`config.mk`:
```
export PLATFORM = sky130hd
export DESIGN_NAME = regs_top
export DESIGN_NICKNAME = d
export VERILOG_FILES = /design/src/microcode_pkg.sv /design/src/regfile_pkg.sv /design/src/bus_source_mux.sv /design/src/mem_addr_unit.sv /design/src/reg_bank.sv /design/src/regs_top.sv
export SDC_FILE = /design/constraint.sdc
export NUM_CORES = 1
export LEC_CHECK = 0
export BUFFER_PORTS_ARGS = -buffer_cell sky130_fd_sc_hd__clkbuf_2
export CORE_UTILIZATION = 45
export CTS_CLUSTER_DIAMETER = 40
export DETAILED_ROUTE_END_ITERATION = 12
export GPL_ROUTABILITY_DRIVEN = 0
export GPL_TIMING_DRIVEN = 0
export PLACE_DENSITY = 0.73
export SYNTH_ARGS = -nofsm -noshare
export SYNTH_HDL_FRONTEND = slang
export SYNTH_SLANG_ARGS = --single-unit
```
`constraint.sdc`:
```
create_clock -name clk -period 13.9 [get_ports clk]
set_input_delay 3.475 -clock clk [delete_from_list [all_inputs] [get_ports clk]]
set_output_delay 3.475 -clock clk [all_outputs]
set_load 0.03 [all_outputs]
```
`src/microcode_pkg.sv`:
```
package microcode_pkg;

  // --------------------------------------------------
  // Microinstruction phase
  // --------------------------------------------------
  typedef enum logic [1:0] {
    CYC_NONE  = 2'd0,
    CYC_FETCH = 2'd1,
    CYC_WRITE = 2'd2
  } cycle_t;

  // --------------------------------------------------
  // Bus source and destination codes
  // --------------------------------------------------
  typedef enum logic [4:0] {
    REG_A         = 5'd0,
    REG_B         = 5'd1,
    REG_TEMPA     = 5'd2,
    REG_TEMPB     = 5'd3,
    REG_XL        = 5'd4,
    REG_XH        = 5'd5,
    REG_XP        = 5'd6,
    REG_YL        = 5'd7,
    REG_YH        = 5'd8,
    REG_YP        = 5'd9,
    REG_SPL       = 5'd10,
    REG_SPH       = 5'd11,
    REG_FLAGS     = 5'd12,
    REG_IMML      = 5'd13,
    REG_IMMH      = 5'd14,
    REG_ALU       = 5'd15,
    REG_ALU_FLAGS = 5'd16,
    REG_ONE       = 5'd17,
    // Memory references
    REG_MX        = 5'd18,
    REG_MY        = 5'd19,
    REG_MSP       = 5'd20,
    REG_MSP_DEC   = 5'd21,
    REG_MN        = 5'd22,
    // Resolved through the immediate byte
    REG_IMM_SRC   = 5'd23,
    REG_IMM_DST   = 5'd24
  } reg_sel_t;

  // End of microinstruction pointer update
  typedef enum logic [2:0] {
    INC_NONE = 3'd0,
    INC_X    = 3'd1,
    INC_Y    = 3'd2,
    INC_SP   = 3'd3,
    DEC_SP   = 3'd4
  } inc_sel_t;

  // True for selectors that reach external memory
  function automatic logic is_mem_sel(reg_sel_t sel);
    return sel inside {REG_MX, REG_MY, REG_MSP, REG_MSP_DEC, REG_MN};
  endfunction

endpackage

```
`src/regfile_pkg.sv`:
```
package regfile_pkg;

  // --------------------------------------------------
  // Architectural widths
  // --------------------------------------------------
  localparam int NIBBLE_W = 4;
  localparam int ADDR_W   = 12;
  localparam int SP_W     = 8;

  // Bit positions inside the flags nibble
  localparam int FLAG_C = 0;
  localparam int FLAG_Z = 1;
  localparam int FLAG_D = 2;
  localparam int FLAG_I = 3;

  // Register pair codes of the immediate byte
  localparam logic [1:0] PAIR_A  = 2'b00;
  localparam logic [1:0] PAIR_B  = 2'b01;
  localparam logic [1:0] PAIR_MX = 2'b10;
  localparam logic [1:0] PAIR_MY = 2'b11;

  // Immediate byte, either a plain value or a source/destination pair
  typedef union packed {
    logic [7:0] value;
    struct packed {
      logic [3:0] rsvd;
      logic [1:0] dst_code;
      logic [1:0] src_code;
    } pair;
  } imm_word_u;

  // Maps a pair code onto the matching bus selector
  function automatic microcode_pkg::reg_sel_t pair_sel(logic [1:0] code);
    case (code)
      PAIR_A:  return microcode_pkg::REG_A;
      PAIR_B:  return microcode_pkg::REG_B;
      PAIR_MX: return microcode_pkg::REG_MX;
      default: return microcode_pkg::REG_MY;
    endcase
  endfunction

endpackage

```
`src/bus_source_mux.sv`:
```
`timescale 1ns/1ps

module bus_source_mux (
  input  logic                                clk,
  input  logic                                rst_n,
  input  microcode_pkg::cycle_t               cycle,
  input  microcode_pkg::reg_sel_t             src_sel,
  input  regfile_pkg::imm_word_u              immed,
  input  logic [regfile_pkg::NIBBLE_W-1:0]    alu_result,
  input  logic [regfile_pkg::NIBBLE_W-1:0]    mem_rdata,
  input  logic [regfile_pkg::NIBBLE_W-1:0]    a,
  input  logic [regfile_pkg::NIBBLE_W-1:0]    b,
  input  logic [regfile_pkg::NIBBLE_W-1:0]    temp_a,
  input  logic [regfile_pkg::NIBBLE_W-1:0]    temp_b,
  input  logic [regfile_pkg::ADDR_W-1:0]      x,
  input  logic [regfile_pkg::ADDR_W-1:0]      y,
  input  logic [regfile_pkg::SP_W-1:0]        sp,
  input  logic [regfile_pkg::NIBBLE_W-1:0]    flags,
  output logic [regfile_pkg::NIBBLE_W-1:0]    bus_data,
  output logic                                bus_alu_flags
);

  import microcode_pkg::*;
  import regfile_pkg::*;

  reg_sel_t            src_eff;
  logic                write_phase;
  logic [NIBBLE_W-1:0] bus_next;
  logic [NIBBLE_W-1:0] bus_keep;

  assign write_phase = (cycle == CYC_WRITE);

  // Immediate addressed source comes from the pair view
  always_comb begin
    if (src_sel == REG_IMM_SRC) begin
      src_eff = pair_sel(immed.pair.src_code);
    end else begin
      src_eff = src_sel;
    end
  end

  // --------------------------------------------------
  // Source decode
  // --------------------------------------------------
  always_comb begin
    bus_next = '0;
    if (is_mem_sel(src_eff)) begin
      // RAM output, captured at the end of fetch
      bus_next = mem_rdata;
    end else begin
      case (src_eff)
        REG_A:         bus_next = a;
        REG_B:         bus_next = b;
        REG_TEMPA:     bus_next = temp_a;
        REG_TEMPB:     bus_next = temp_b;
        REG_XL:        bus_next = x[3:0];
        REG_XH:        bus_next = x[7:4];
        REG_XP:        bus_next = x[11:8];
        REG_YL:        bus_next = y[3:0];
        REG_YH:        bus_next = y[7:4];
        REG_YP:        bus_next = y[11:8];
        REG_SPL:       bus_next = sp[3:0];
        REG_SPH:       bus_next = sp[7:4];
        REG_FLAGS:     bus_next = flags;
        REG_IMML:      bus_next = immed.value[3:0];
        REG_IMMH:      bus_next = immed.value[7:4];
        REG_ALU:       bus_next = alu_result;
        REG_ALU_FLAGS: bus_next = alu_result;
        REG_ONE:       bus_next = 4'h1;
        default:       bus_next = '0;
      endcase
    end
  end

  // --------------------------------------------------
  // Bus keeper between write phases
  // --------------------------------------------------
  always_ff @(posedge clk) begin
    if (!rst_n) begin
      bus_keep <= '0;
    end else if (write_phase) begin
      bus_keep <= bus_next;
    end
  end

  // Live value only while writing, last transfer otherwise
  assign bus_data      = write_phase ? bus_next : bus_keep;
  assign bus_alu_flags = write_phase && (src_eff == REG_ALU_FLAGS);

endmodule

```
`src/mem_addr_unit.sv`:
```
`timescale 1ns/1ps

module mem_addr_unit (
  input  microcode_pkg::reg_sel_t           src_sel,
  input  microcode_pkg::reg_sel_t           dst_sel,
  input  regfile_pkg::imm_word_u            immed,
  input  logic [regfile_pkg::ADDR_W-1:0]    x,
  input  logic [regfile_pkg::ADDR_W-1:0]    y,
  input  logic [regfile_pkg::SP_W-1:0]      sp,
  output logic [regfile_pkg::ADDR_W-1:0]    mem_addr
);

  import microcode_pkg::*;
  import regfile_pkg::*;

  reg_sel_t        src_eff;
  reg_sel_t        dst_eff;
  reg_sel_t        ref_sel;
  logic [SP_W-1:0] sp_dec;

  // Wraps inside the 8-bit stack page
  assign sp_dec = sp - 1'b1;

  always_comb begin
    if (src_sel == REG_IMM_SRC) begin
      src_eff = pair_sel(immed.pair.src_code);
    end else begin
      src_eff = src_sel;
    end
  end

  always_comb begin
    if (dst_sel == REG_IMM_DST) begin
      dst_eff = pair_sel(immed.pair.dst_code);
    end else begin
      dst_eff = dst_sel;
    end
  end

  // Source wins so the address holds over fetch and write
  always_comb begin
    if (is_mem_sel(src_eff)) begin
      ref_sel = src_eff;
    end else begin
      ref_sel = dst_eff;
    end
  end

  // --------------------------------------------------
  // Address per memory reference
  // --------------------------------------------------
  always_comb begin
    case (ref_sel)
      REG_MX:      mem_addr = x;
      REG_MY:      mem_addr = y;
      REG_MSP:     mem_addr = {{(ADDR_W - SP_W){1'b0}}, sp};
      REG_MSP_DEC: mem_addr = {{(ADDR_W - SP_W){1'b0}}, sp_dec};
      REG_MN:      mem_addr = {{(ADDR_W - 8){1'b0}}, immed.value};
      default:     mem_addr = '0;
    endcase
  end

endmodule

```
`src/reg_bank.sv`:
```
`timescale 1ns/1ps

module reg_bank #(
  parameter logic [regfile_pkg::SP_W-1:0] SP_RESET = '0
) (
  input  logic                              clk,
  input  logic                              rst_n,
  input  microcode_pkg::cycle_t             cycle,
  input  microcode_pkg::reg_sel_t           src_sel,
  input  microcode_pkg::reg_sel_t           dst_sel,
  input  microcode_pkg::inc_sel_t           inc_sel,
  input  regfile_pkg::imm_word_u            immed,
  input  logic [regfile_pkg::NIBBLE_W-1:0]  bus_data,
  input  logic                              bus_alu_flags,
  input  logic                              alu_zero,
  input  logic                              alu_carry,
  output logic [regfile_pkg::NIBBLE_W-1:0]  a,
  output logic [regfile_pkg::NIBBLE_W-1:0]  b,
  output logic [regfile_pkg::NIBBLE_W-1:0]  temp_a,
  output logic [regfile_pkg::NIBBLE_W-1:0]  temp_b,
  output logic [regfile_pkg::ADDR_W-1:0]    x,
  output logic [regfile_pkg::ADDR_W-1:0]    y,
  output logic [regfile_pkg::SP_W-1:0]      sp,
  output logic [regfile_pkg::NIBBLE_W-1:0]  flags,
  output logic                              mem_we,
  output logic [regfile_pkg::NIBBLE_W-1:0]  mem_wdata
);

  import microcode_pkg::*;
  import regfile_pkg::*;

  reg_sel_t            dst_eff;
  logic                write_phase;

  logic                carry;
  logic                zero;
  logic                decimal;
  logic                interrupt;

  logic [NIBBLE_W-1:0] a_nxt;
  logic [NIBBLE_W-1:0] b_nxt;
  logic [NIBBLE_W-1:0] temp_a_nxt;
  logic [NIBBLE_W-1:0] temp_b_nxt;
  logic [ADDR_W-1:0]   x_nxt;
  logic [ADDR_W-1:0]   y_nxt;
  logic [SP_W-1:0]     sp_nxt;
  logic                carry_nxt;
  logic                zero_nxt;
  logic                decimal_nxt;
  logic                interrupt_nxt;

  assign write_phase = (cycle == CYC_WRITE);

  always_comb begin
    if (dst_sel == REG_IMM_DST) begin
      dst_eff = pair_sel(immed.pair.dst_code);
    end else begin
      dst_eff = dst_sel;
    end
  end

  // --------------------------------------------------
  // Memory store
  // --------------------------------------------------
  assign mem_we    = write_phase && is_mem_sel(dst_eff);
  assign mem_wdata = bus_data;

  // --------------------------------------------------
  // Next state at the end of the write phase
  // --------------------------------------------------
  always_comb begin
    a_nxt         = a;
    b_nxt         = b;
    temp_a_nxt    = temp_a;
    temp_b_nxt    = temp_b;
    x_nxt         = x;
    y_nxt         = y;
    sp_nxt        = sp;
    carry_nxt     = carry;
    zero_nxt      = zero;
    decimal_nxt   = decimal;
    interrupt_nxt = interrupt;

    if (write_phase) begin
      case (dst_eff)
        REG_A:     a_nxt = bus_data;
        REG_B:     b_nxt = bus_data;
        REG_TEMPA: temp_a_nxt = bus_data;
        REG_TEMPB: temp_b_nxt = bus_data;
        REG_XL:    x_nxt[3:0] = bus_data;
        REG_XH:    x_nxt[7:4] = bus_data;
        REG_XP:    x_nxt[11:8] = bus_data;
        REG_YL:    y_nxt[3:0] = bus_data;
        REG_YH:    y_nxt[7:4] = bus_data;
        REG_YP:    y_nxt[11:8] = bus_data;
        REG_SPL:   sp_nxt[3:0] = bus_data;
        REG_SPH:   sp_nxt[7:4] = bus_data;
        REG_FLAGS: begin
          carry_nxt     = bus_data[FLAG_C];
          zero_nxt      = bus_data[FLAG_Z];
          decimal_nxt   = bus_data[FLAG_D];
          interrupt_nxt = bus_data[FLAG_I];
        end
        default: ;
      endcase

      // ALU flags only touch C and Z
      if (bus_alu_flags) begin
        carry_nxt = alu_carry;
        zero_nxt  = alu_zero;
      end

      // Pointer update after the nibble write
      case (inc_sel)
        INC_X:   x_nxt = x_nxt + 1'b1;
        INC_Y:   y_nxt = y_nxt + 1'b1;
        INC_SP:  sp_nxt = sp_nxt + 1'b1;
        DEC_SP:  sp_nxt = sp_nxt - 1'b1;
        default: ;
      endcase
    end
  end

  always_ff @(posedge clk) begin
    if (!rst_n) begin
      a         <= '0;
      b         <= '0;
      temp_a    <= '0;
      temp_b    <= '0;
      x         <= '0;
      y         <= '0;
      sp        <= SP_RESET;
      carry     <= 1'b0;
      zero      <= 1'b0;
      decimal   <= 1'b0;
      interrupt <= 1'b0;
    end else begin
      a         <= a_nxt;
      b         <= b_nxt;
      temp_a    <= temp_a_nxt;
      temp_b    <= temp_b_nxt;
      x         <= x_nxt;
      y         <= y_nxt;
      sp        <= sp_nxt;
      carry     <= carry_nxt;
      zero      <= zero_nxt;
      decimal   <= decimal_nxt;
      interrupt <= interrupt_nxt;
    end
  end

  // Flags nibble as seen on the bus
  always_comb begin
    flags         = '0;
    flags[FLAG_C] = carry;
    flags[FLAG_Z] = zero;
    flags[FLAG_D] = decimal;
    flags[FLAG_I] = interrupt;
  end

endmodule

```
`src/regs_top.sv`:
```
`timescale 1ns/1ps

module regs_top #(
  parameter logic [regfile_pkg::SP_W-1:0] SP_RESET = 8'h00
) (
  input  logic                              clk,
  input  logic                              rst_n,
  input  microcode_pkg::cycle_t             cycle,
  input  microcode_pkg::reg_sel_t           src_sel,
  input  microcode_pkg::reg_sel_t           dst_sel,
  input  microcode_pkg::inc_sel_t           inc_sel,
  input  logic [regfile_pkg::NIBBLE_W-1:0]  alu_result,
  input  logic                              alu_zero,
  input  logic                              alu_carry,
  input  logic [7:0]                        immed,
  input  logic [regfile_pkg::NIBBLE_W-1:0]  mem_rdata,
  output logic [regfile_pkg::ADDR_W-1:0]    mem_addr,
  output logic                              mem_we,
  output logic [regfile_pkg::NIBBLE_W-1:0]  mem_wdata
);

  // Register state shared by the mux and the address unit
  logic [regfile_pkg::NIBBLE_W-1:0] a;
  logic [regfile_pkg::NIBBLE_W-1:0] b;
  logic [regfile_pkg::NIBBLE_W-1:0] temp_a;
  logic [regfile_pkg::NIBBLE_W-1:0] temp_b;
  logic [regfile_pkg::ADDR_W-1:0]   x;
  logic [regfile_pkg::ADDR_W-1:0]   y;
  logic [regfile_pkg::SP_W-1:0]     sp;
  logic [regfile_pkg::NIBBLE_W-1:0] flags;

  logic [regfile_pkg::NIBBLE_W-1:0] bus_data;
  logic                             bus_alu_flags;

  bus_source_mux u_bus_source_mux (
    .clk           (clk),
    .rst_n         (rst_n),
    .cycle         (cycle),
    .src_sel       (src_sel),
    .immed         (immed),
    .alu_result    (alu_result),
    .mem_rdata     (mem_rdata),
    .a             (a),
    .b             (b),
    .temp_a        (temp_a),
    .temp_b        (temp_b),
    .x             (x),
    .y             (y),
    .sp            (sp),
    .flags         (flags),
    .bus_data      (bus_data),
    .bus_alu_flags (bus_alu_flags)
  );

  mem_addr_unit u_mem_addr_unit (
    .src_sel  (src_sel),
    .dst_sel  (dst_sel),
    .immed    (immed),
    .x        (x),
    .y        (y),
    .sp       (sp),
    .mem_addr (mem_addr)
  );

  reg_bank #(
    .SP_RESET (SP_RESET)
  ) u_reg_bank (
    .clk           (clk),
    .rst_n         (rst_n),
    .cycle         (cycle),
    .src_sel       (src_sel),
    .dst_sel       (dst_sel),
    .inc_sel       (inc_sel),
    .immed         (immed),
    .bus_data      (bus_data),
    .bus_alu_flags (bus_alu_flags),
    .alu_zero      (alu_zero),
    .alu_carry     (alu_carry),
    .a             (a),
    .b             (b),
    .temp_a        (temp_a),
    .temp_b        (temp_b),
    .x             (x),
    .y             (y),
    .sp            (sp),
    .flags         (flags),
    .mem_we        (mem_we),
    .mem_wdata     (mem_wdata)
  );

endmodule

```
Word level (Yosys, flattened, before mapping):

Cells that the tools add are included.

* add/sub/neg operators: 5
* eq/ne operators: 55
* multiplexer cells: 32
* reductions and logical operators: 16

Operators by type and width (count)
* equality test 5 bit (second input constant): 19
* 2-to-1 mux 4 bit: 18
* case mux 4 bit (17 select lines): 1
* equality test 5 x 4 -> 1 bit (second input constant): 13
* case mux 12 bit (5 select lines): 1
* equality test 5 x 3 -> 1 bit (second input constant): 8
* case mux 5 bit (3 select lines): 2
* adder 12 x 1 -> 12 bit (second input constant): 2
* 2-to-1 mux 12 bit: 2
* equality test 5 x 2 -> 1 bit (second input constant): 4
* case mux 8 bit (2 select lines): 1
* subtractor 8 x 1 -> 8 bit (second input constant): 2
* 2-to-1 mux 5 bit: 3
* AND reduction 2 bit: 6
* equality test 5 x 1 -> 1 bit (second input constant): 2
* logical NOT 5 bit: 2
* nonzero test 5 bit: 2
* adder 8 x 1 -> 8 bit (second input constant): 1
* equality test 2 bit (second input constant): 3
* equality test 3 x 2 -> 1 bit (second input constant): 2
* equality test 2 x 1 -> 1 bit (second input constant): 2
* logical NOT 2 bit: 2
* 2-to-1 mux 1 bit: 4
* equality test 3 x 1 -> 1 bit (second input constant): 1
* other kinds (4): 5

* register bits after elaboration: 56
* output and inout port bits: 17
* logic and storage cells: 120

Logic depth before layout (Yosys ltp):

* depth in word-level cells: 12
* gate-level depth with buffers: 20

Hierarchy:

Synthesis repeated with hierarchy kept, for this count alone.

* cell total of the unflattened synthesis: 790
* area, all modules: 5999.5 µm²

By module, submodules not included
* reg_bank: times used 1, cells an instance 508, area each 3993.8 µm²
* bus_source_mux: times used 1, cells an instance 174, area each 1282.5 µm²
* mem_addr_unit: times used 1, cells an instance 108, area each 723.2 µm²

Least setup slack after synthesis:

Ideal clock, no wire load.

* path kind: input to output
* start: in dst_sel[2]
* end: out mem_addr[7] in the netlist's numbering
* arrival time: 5986 ps
* path slack: 4439 ps
* stages: 10
* path through: clkbuf_1 and2b_1 a41oi_1 mux2i_4 inv_2 or4_1 or3_1 nor3_2 xnor2_1 o22ai_1

* longest elaborated chain between the ends: 5

RTL lines
* from (decl): line regs_top.sv:10 `input microcode_pkg::reg_sel_t dst_sel,`
* equality test 5 bit: line mem_addr_unit.sv:33 `if (dst_sel == REG_IMM_DST) begin`
* 2-to-1 mux 5 bit *: line mem_addr_unit.sv:33
* 2-to-1 mux 5 bit *: line mem_addr_unit.sv:42 `if (is_mem_sel(src_eff)) begin`
* equality test 5 bit: line mem_addr_unit.sv:53 `case (ref_sel)`
* case mux 12 bit (5 select lines) *: line mem_addr_unit.sv:53
* to (decl): line regs_top.sv:17 `output logic [regfile_pkg::ADDR_W-1:0] mem_addr,`

Every way passes the cells marked *; elsewhere a longest branch is shown, timed or not.

Final worst setup path:

* start: in dst_sel[2]
* end: out mem_addr[1] in the netlist's numbering

The elaborated chain is that of the path after synthesis.

==> flow_metrics.tcl <==
set metrics [dict create \
    drcViolationCount 0 \
    path_buf_inv 3 \
    final_cell_mix "nand2_1, nor2_1, a21oi_1" \
    cp.required_ns 10.43 \
    power_density_nw_per_um2 68.6 \
    firstDrtPassIters 6 \
    synth_xor_xnor_area_share_pct 2.66 \
    antenna_cells 0 \
    grtUsageMet1_pct 42.3 \
    initial_core_util_pct 46.5 \
    whs_ns 0.512 \
    async_flop_share_pct 0 \
    tns_ns 0 \
    hpwlAfterDp_microns 15600 \
    io_pins 52 \
    maxCapViolCount 0 \
    status "finished clean" \
    dieArea_sq_um 12900 \
    cts_made_buffers 5 \
    synthFlopType "dfxtp_1" \
    final_area_sq_um 6200 \
    synth_cells 751 \
    synth_area_sq_um 5610 \
    cts_tree "yes" \
    crit_family "compound AO/OA/AOI/OAI gates" \
    setup_viol 0 \
    grt_max_degree 17 \
    grt_pass1_vias 5869 \
    grt_usage_pct 32.1 \
    drive_gt1_share_pct 14.7 \
    path_cells "clkbuf_1, and2b_1, a41oi_1, inv_1, a21oi_1, a21oi_1, nand3b_1, a211oi_1, a21oi_1, o21ai_0, clkbuf_2" \
    cts_max_level 2 \
    crit_start "dst_sel[2]" \
    port_buffers 46 \
    drt_wl_total_microns 20500 \
    hold_buffers 0 \
    postLayoutSetupSlackWorst_ns 4.03 \
    antenna_left 0 \
    synth_cell_types 94 \
    fmax_ghz 0.101 \
    worstPathArrival_ns 6.40 \
    nNetsFinal 849 \
    core_sq_um 12100 \
    num_rows 40 \
    place_area_sq_um 6050 \
    finalCritPeriodShare_pct 71.0 \
    cts_setup_buffers 0 \
    multi_input_area_sq_um 4150 \
    yosys.area_share.simple_pct 29.2 \
    hp-start "u_reg_bank.temp_a[1]$_SDFFE_PN0P_" \
    syn_nets 796 \
    nFillCells 1198 \
    hold_viol 0 \
    slew_viol_final 0 \
    critPathMaxFanout 10 \
    synth_warnings 0 \
    avgSynthCellArea_sq_um 7.47 \
    cts-resized-gates 0 \
    synth_enable_flop_cells 0 \
    ys_ff_latch 56 \
    via_count 6321 \
    leakagePower_nw 2.34 \
    syn2layout_area_growth_pct 10.5 \
    cts_root_buf "clkbuf_16" \
    r2r_start "u_reg_bank.sp[2]$_SDFFE_PN0P_" \
    crit_top_cell "a21oi_1" \
    drt-initial-drc-count 826 \
    cts_sinks 56 \
    synthMuxAreaShare_pct 11.1 \
    synth.yosys.seq_area_share_pct 20.0 \
    grt_pass1_wl_microns 31800 \
    clock_path_buffers 2 \
    rsz0062_at_grt "no" \
    antenna_found_initial 0 \
    power_mw 0.425 \
    synth_compound_area_share_pct 28.6 \
    endpoint_kind "output port" \
    relSlewSlack_pct 31.4 \
    wl_per_cell_microns 21.1 \
    critPathKind "in -> out" \
    crit_slowest_cell "a41oi_1" \
    routed_via_density 6.50 \
    grt_most_used_layer "met2" \
    final_common_cell "nand2_1" \
    worst_pin_slew_ns 1.03 \
    fin_skew_ns 0.00458 \
    dp_slack_ns 4.13 \
    period_needed_ns 9.87 \
    insertion_delay_ns 0.30 \
    critical-path-max-stage-delay_ns 0.61 \
    cts.reportedPaths.clkPinSlew_ns 0.07 \
    die_w_microns 114 \
    synthAdderAreaFrac_pct 2.37 \
    die_h_microns 114 \
    synth_top_family_by_area "simple AND/OR/NAND/NOR gates" \
    worstSetupStartpointType "input pin" \
    grt_util_met2_pct 48.5 \
    ir_drop_mv 0.0459 \
    hp-class "reg -> reg" \
    met3_usage_pct 5.42 \
    grt.overflow.total 0 \
    seq_area_sq_um 1120 \
]
-- cell type report --
| type | count | area share [%] |
|---|---|---|
| multi-input combinational | 623 | 66.9 |
| sequential | 56 | 18.1 |
| buffer | 55 | 4.42 |
| timing repair buffer | 46 | 3.71 |
| tap | 168 | 3.39 |
| clock buffer | 7 | 2.30 |
| inverter | 17 | 1.07 |
| clock inverter | 1 | 0.121 |
-- synth_stat cells, drive strengths merged, types with 4 or more instances --
library cell | count | share of area (%)
a2111oi | 4 | 1.2
nand2b | 18 | 2.0
o32ai | 5 | 0.78
o21ai | 49 | 4.6
o2111ai | 4 | 0.62
xnor2 | 8 | 1.2
nand3 | 26 | 2.3
a22oi | 6 | 0.89
nor3 | 17 | 1.8
o311ai | 4 | 0.62
dfxtp | 56 | 20
mux2i | 43 | 8.3
or2 | 5 | 0.56
a31oi | 16 | 1.8
or3 | 7 | 0.78
o22ai | 11 | 1.3
a21o | 6 | 0.83
and4 | 4 | 0.62
a41oi | 4 | 0.96
inv | 16 | 1.1
o31ai | 5 | 0.67
and3 | 9 | 1.0
a211oi | 9 | 1.2
o211ai | 5 | 0.67
nor4 | 8 | 0.89
and2 | 7 | 0.78
a32oi | 5 | 0.78
buf | 24 | 2.8
nand3b | 9 | 1.5
a211o | 5 | 0.78
nand4 | 9 | 1.0
a21oi | 61 | 5.5
ha | 9 | 2.0
and3b | 5 | 0.78
mux2 | 14 | 2.8
o31a | 5 | 0.78
clkbuf | 31 | 2.1
xor2 | 9 | 1.4
nand2 | 82 | 5.5
nor2 | 72 | 4.8
nor2b | 13 | 1.5
-- layer usage --
layer,up-vias,routed length [microns]
met5,-,0
li1,2907,-
met1,2917,8440
met4,0,1220
met2,400,8720
met3,97,2160
-- per-stage QoR --
stage / util, % / std cells
after floorplan: - / 751
after global placement: 50.1 / 965
after detailed placement: 50.1 / 965
after CTS: 51.4 / 973
after global routing: 51.4 / 973
final: 51.4 / 973
-- power breakdown --
group | total [mW] | internal, mW | leakage [nW] | switching, mW
Clock | 0.135 | 0.0721 | 0.0701 | 0.0632
Sequential | 0.170 | 0.164 | 0.453 | 0.00598
Combinational | 0.120 | 0.0396 | 1.82 | 0.0806
Total | 0.425 | 0.276 | 2.34 | 0.150
-- worst paths after layout --
check	end	slack [ns]	cells past startpoint
worst max-delay path	mem_addr[1]	4.03	11
worst min-delay path	u_reg_bank.temp_a[1]$_SDFFE_PN0P_	0.51	2
worst max register to register	u_reg_bank.sp[7]$_SDFFE_PN0P_	9.39	15
worst min register to register	u_reg_bank.temp_a[1]$_SDFFE_PN0P_	0.51	2
-- cells by family after synthesis --
kind of cell             Yosys count
AND/OR/NAND/NOR                  309
AO/OA/AOI/OAI                    230
buffers and inverters             72
multiplexers                      57
flip-flops                        56
XOR/XNOR                          17
adder cells (fa/ha/maj)           10
-- flip-flops by register name, indices dropped and copies added (netlist names) --
signal and cells:
u_reg_bank.interrupt 1, u_reg_bank.y 12, u_reg_bank.zero 1, u_reg_bank.a 4
u_reg_bank.x 12, u_reg_bank.b 4, u_reg_bank.temp_b 4, u_reg_bank.carry 1
u_reg_bank.decimal 1, u_reg_bank.temp_a 4, u_bus_source_mux.bus_keep 4, u_reg_bank.sp 8
-- tightest hold or removal path: stages (launching register included) --
cell and delay (ns):
dfxtp_1 0.33, mux2i_1 0.07, nor2_1 0.07
Power figures use the tool's default switching activity.
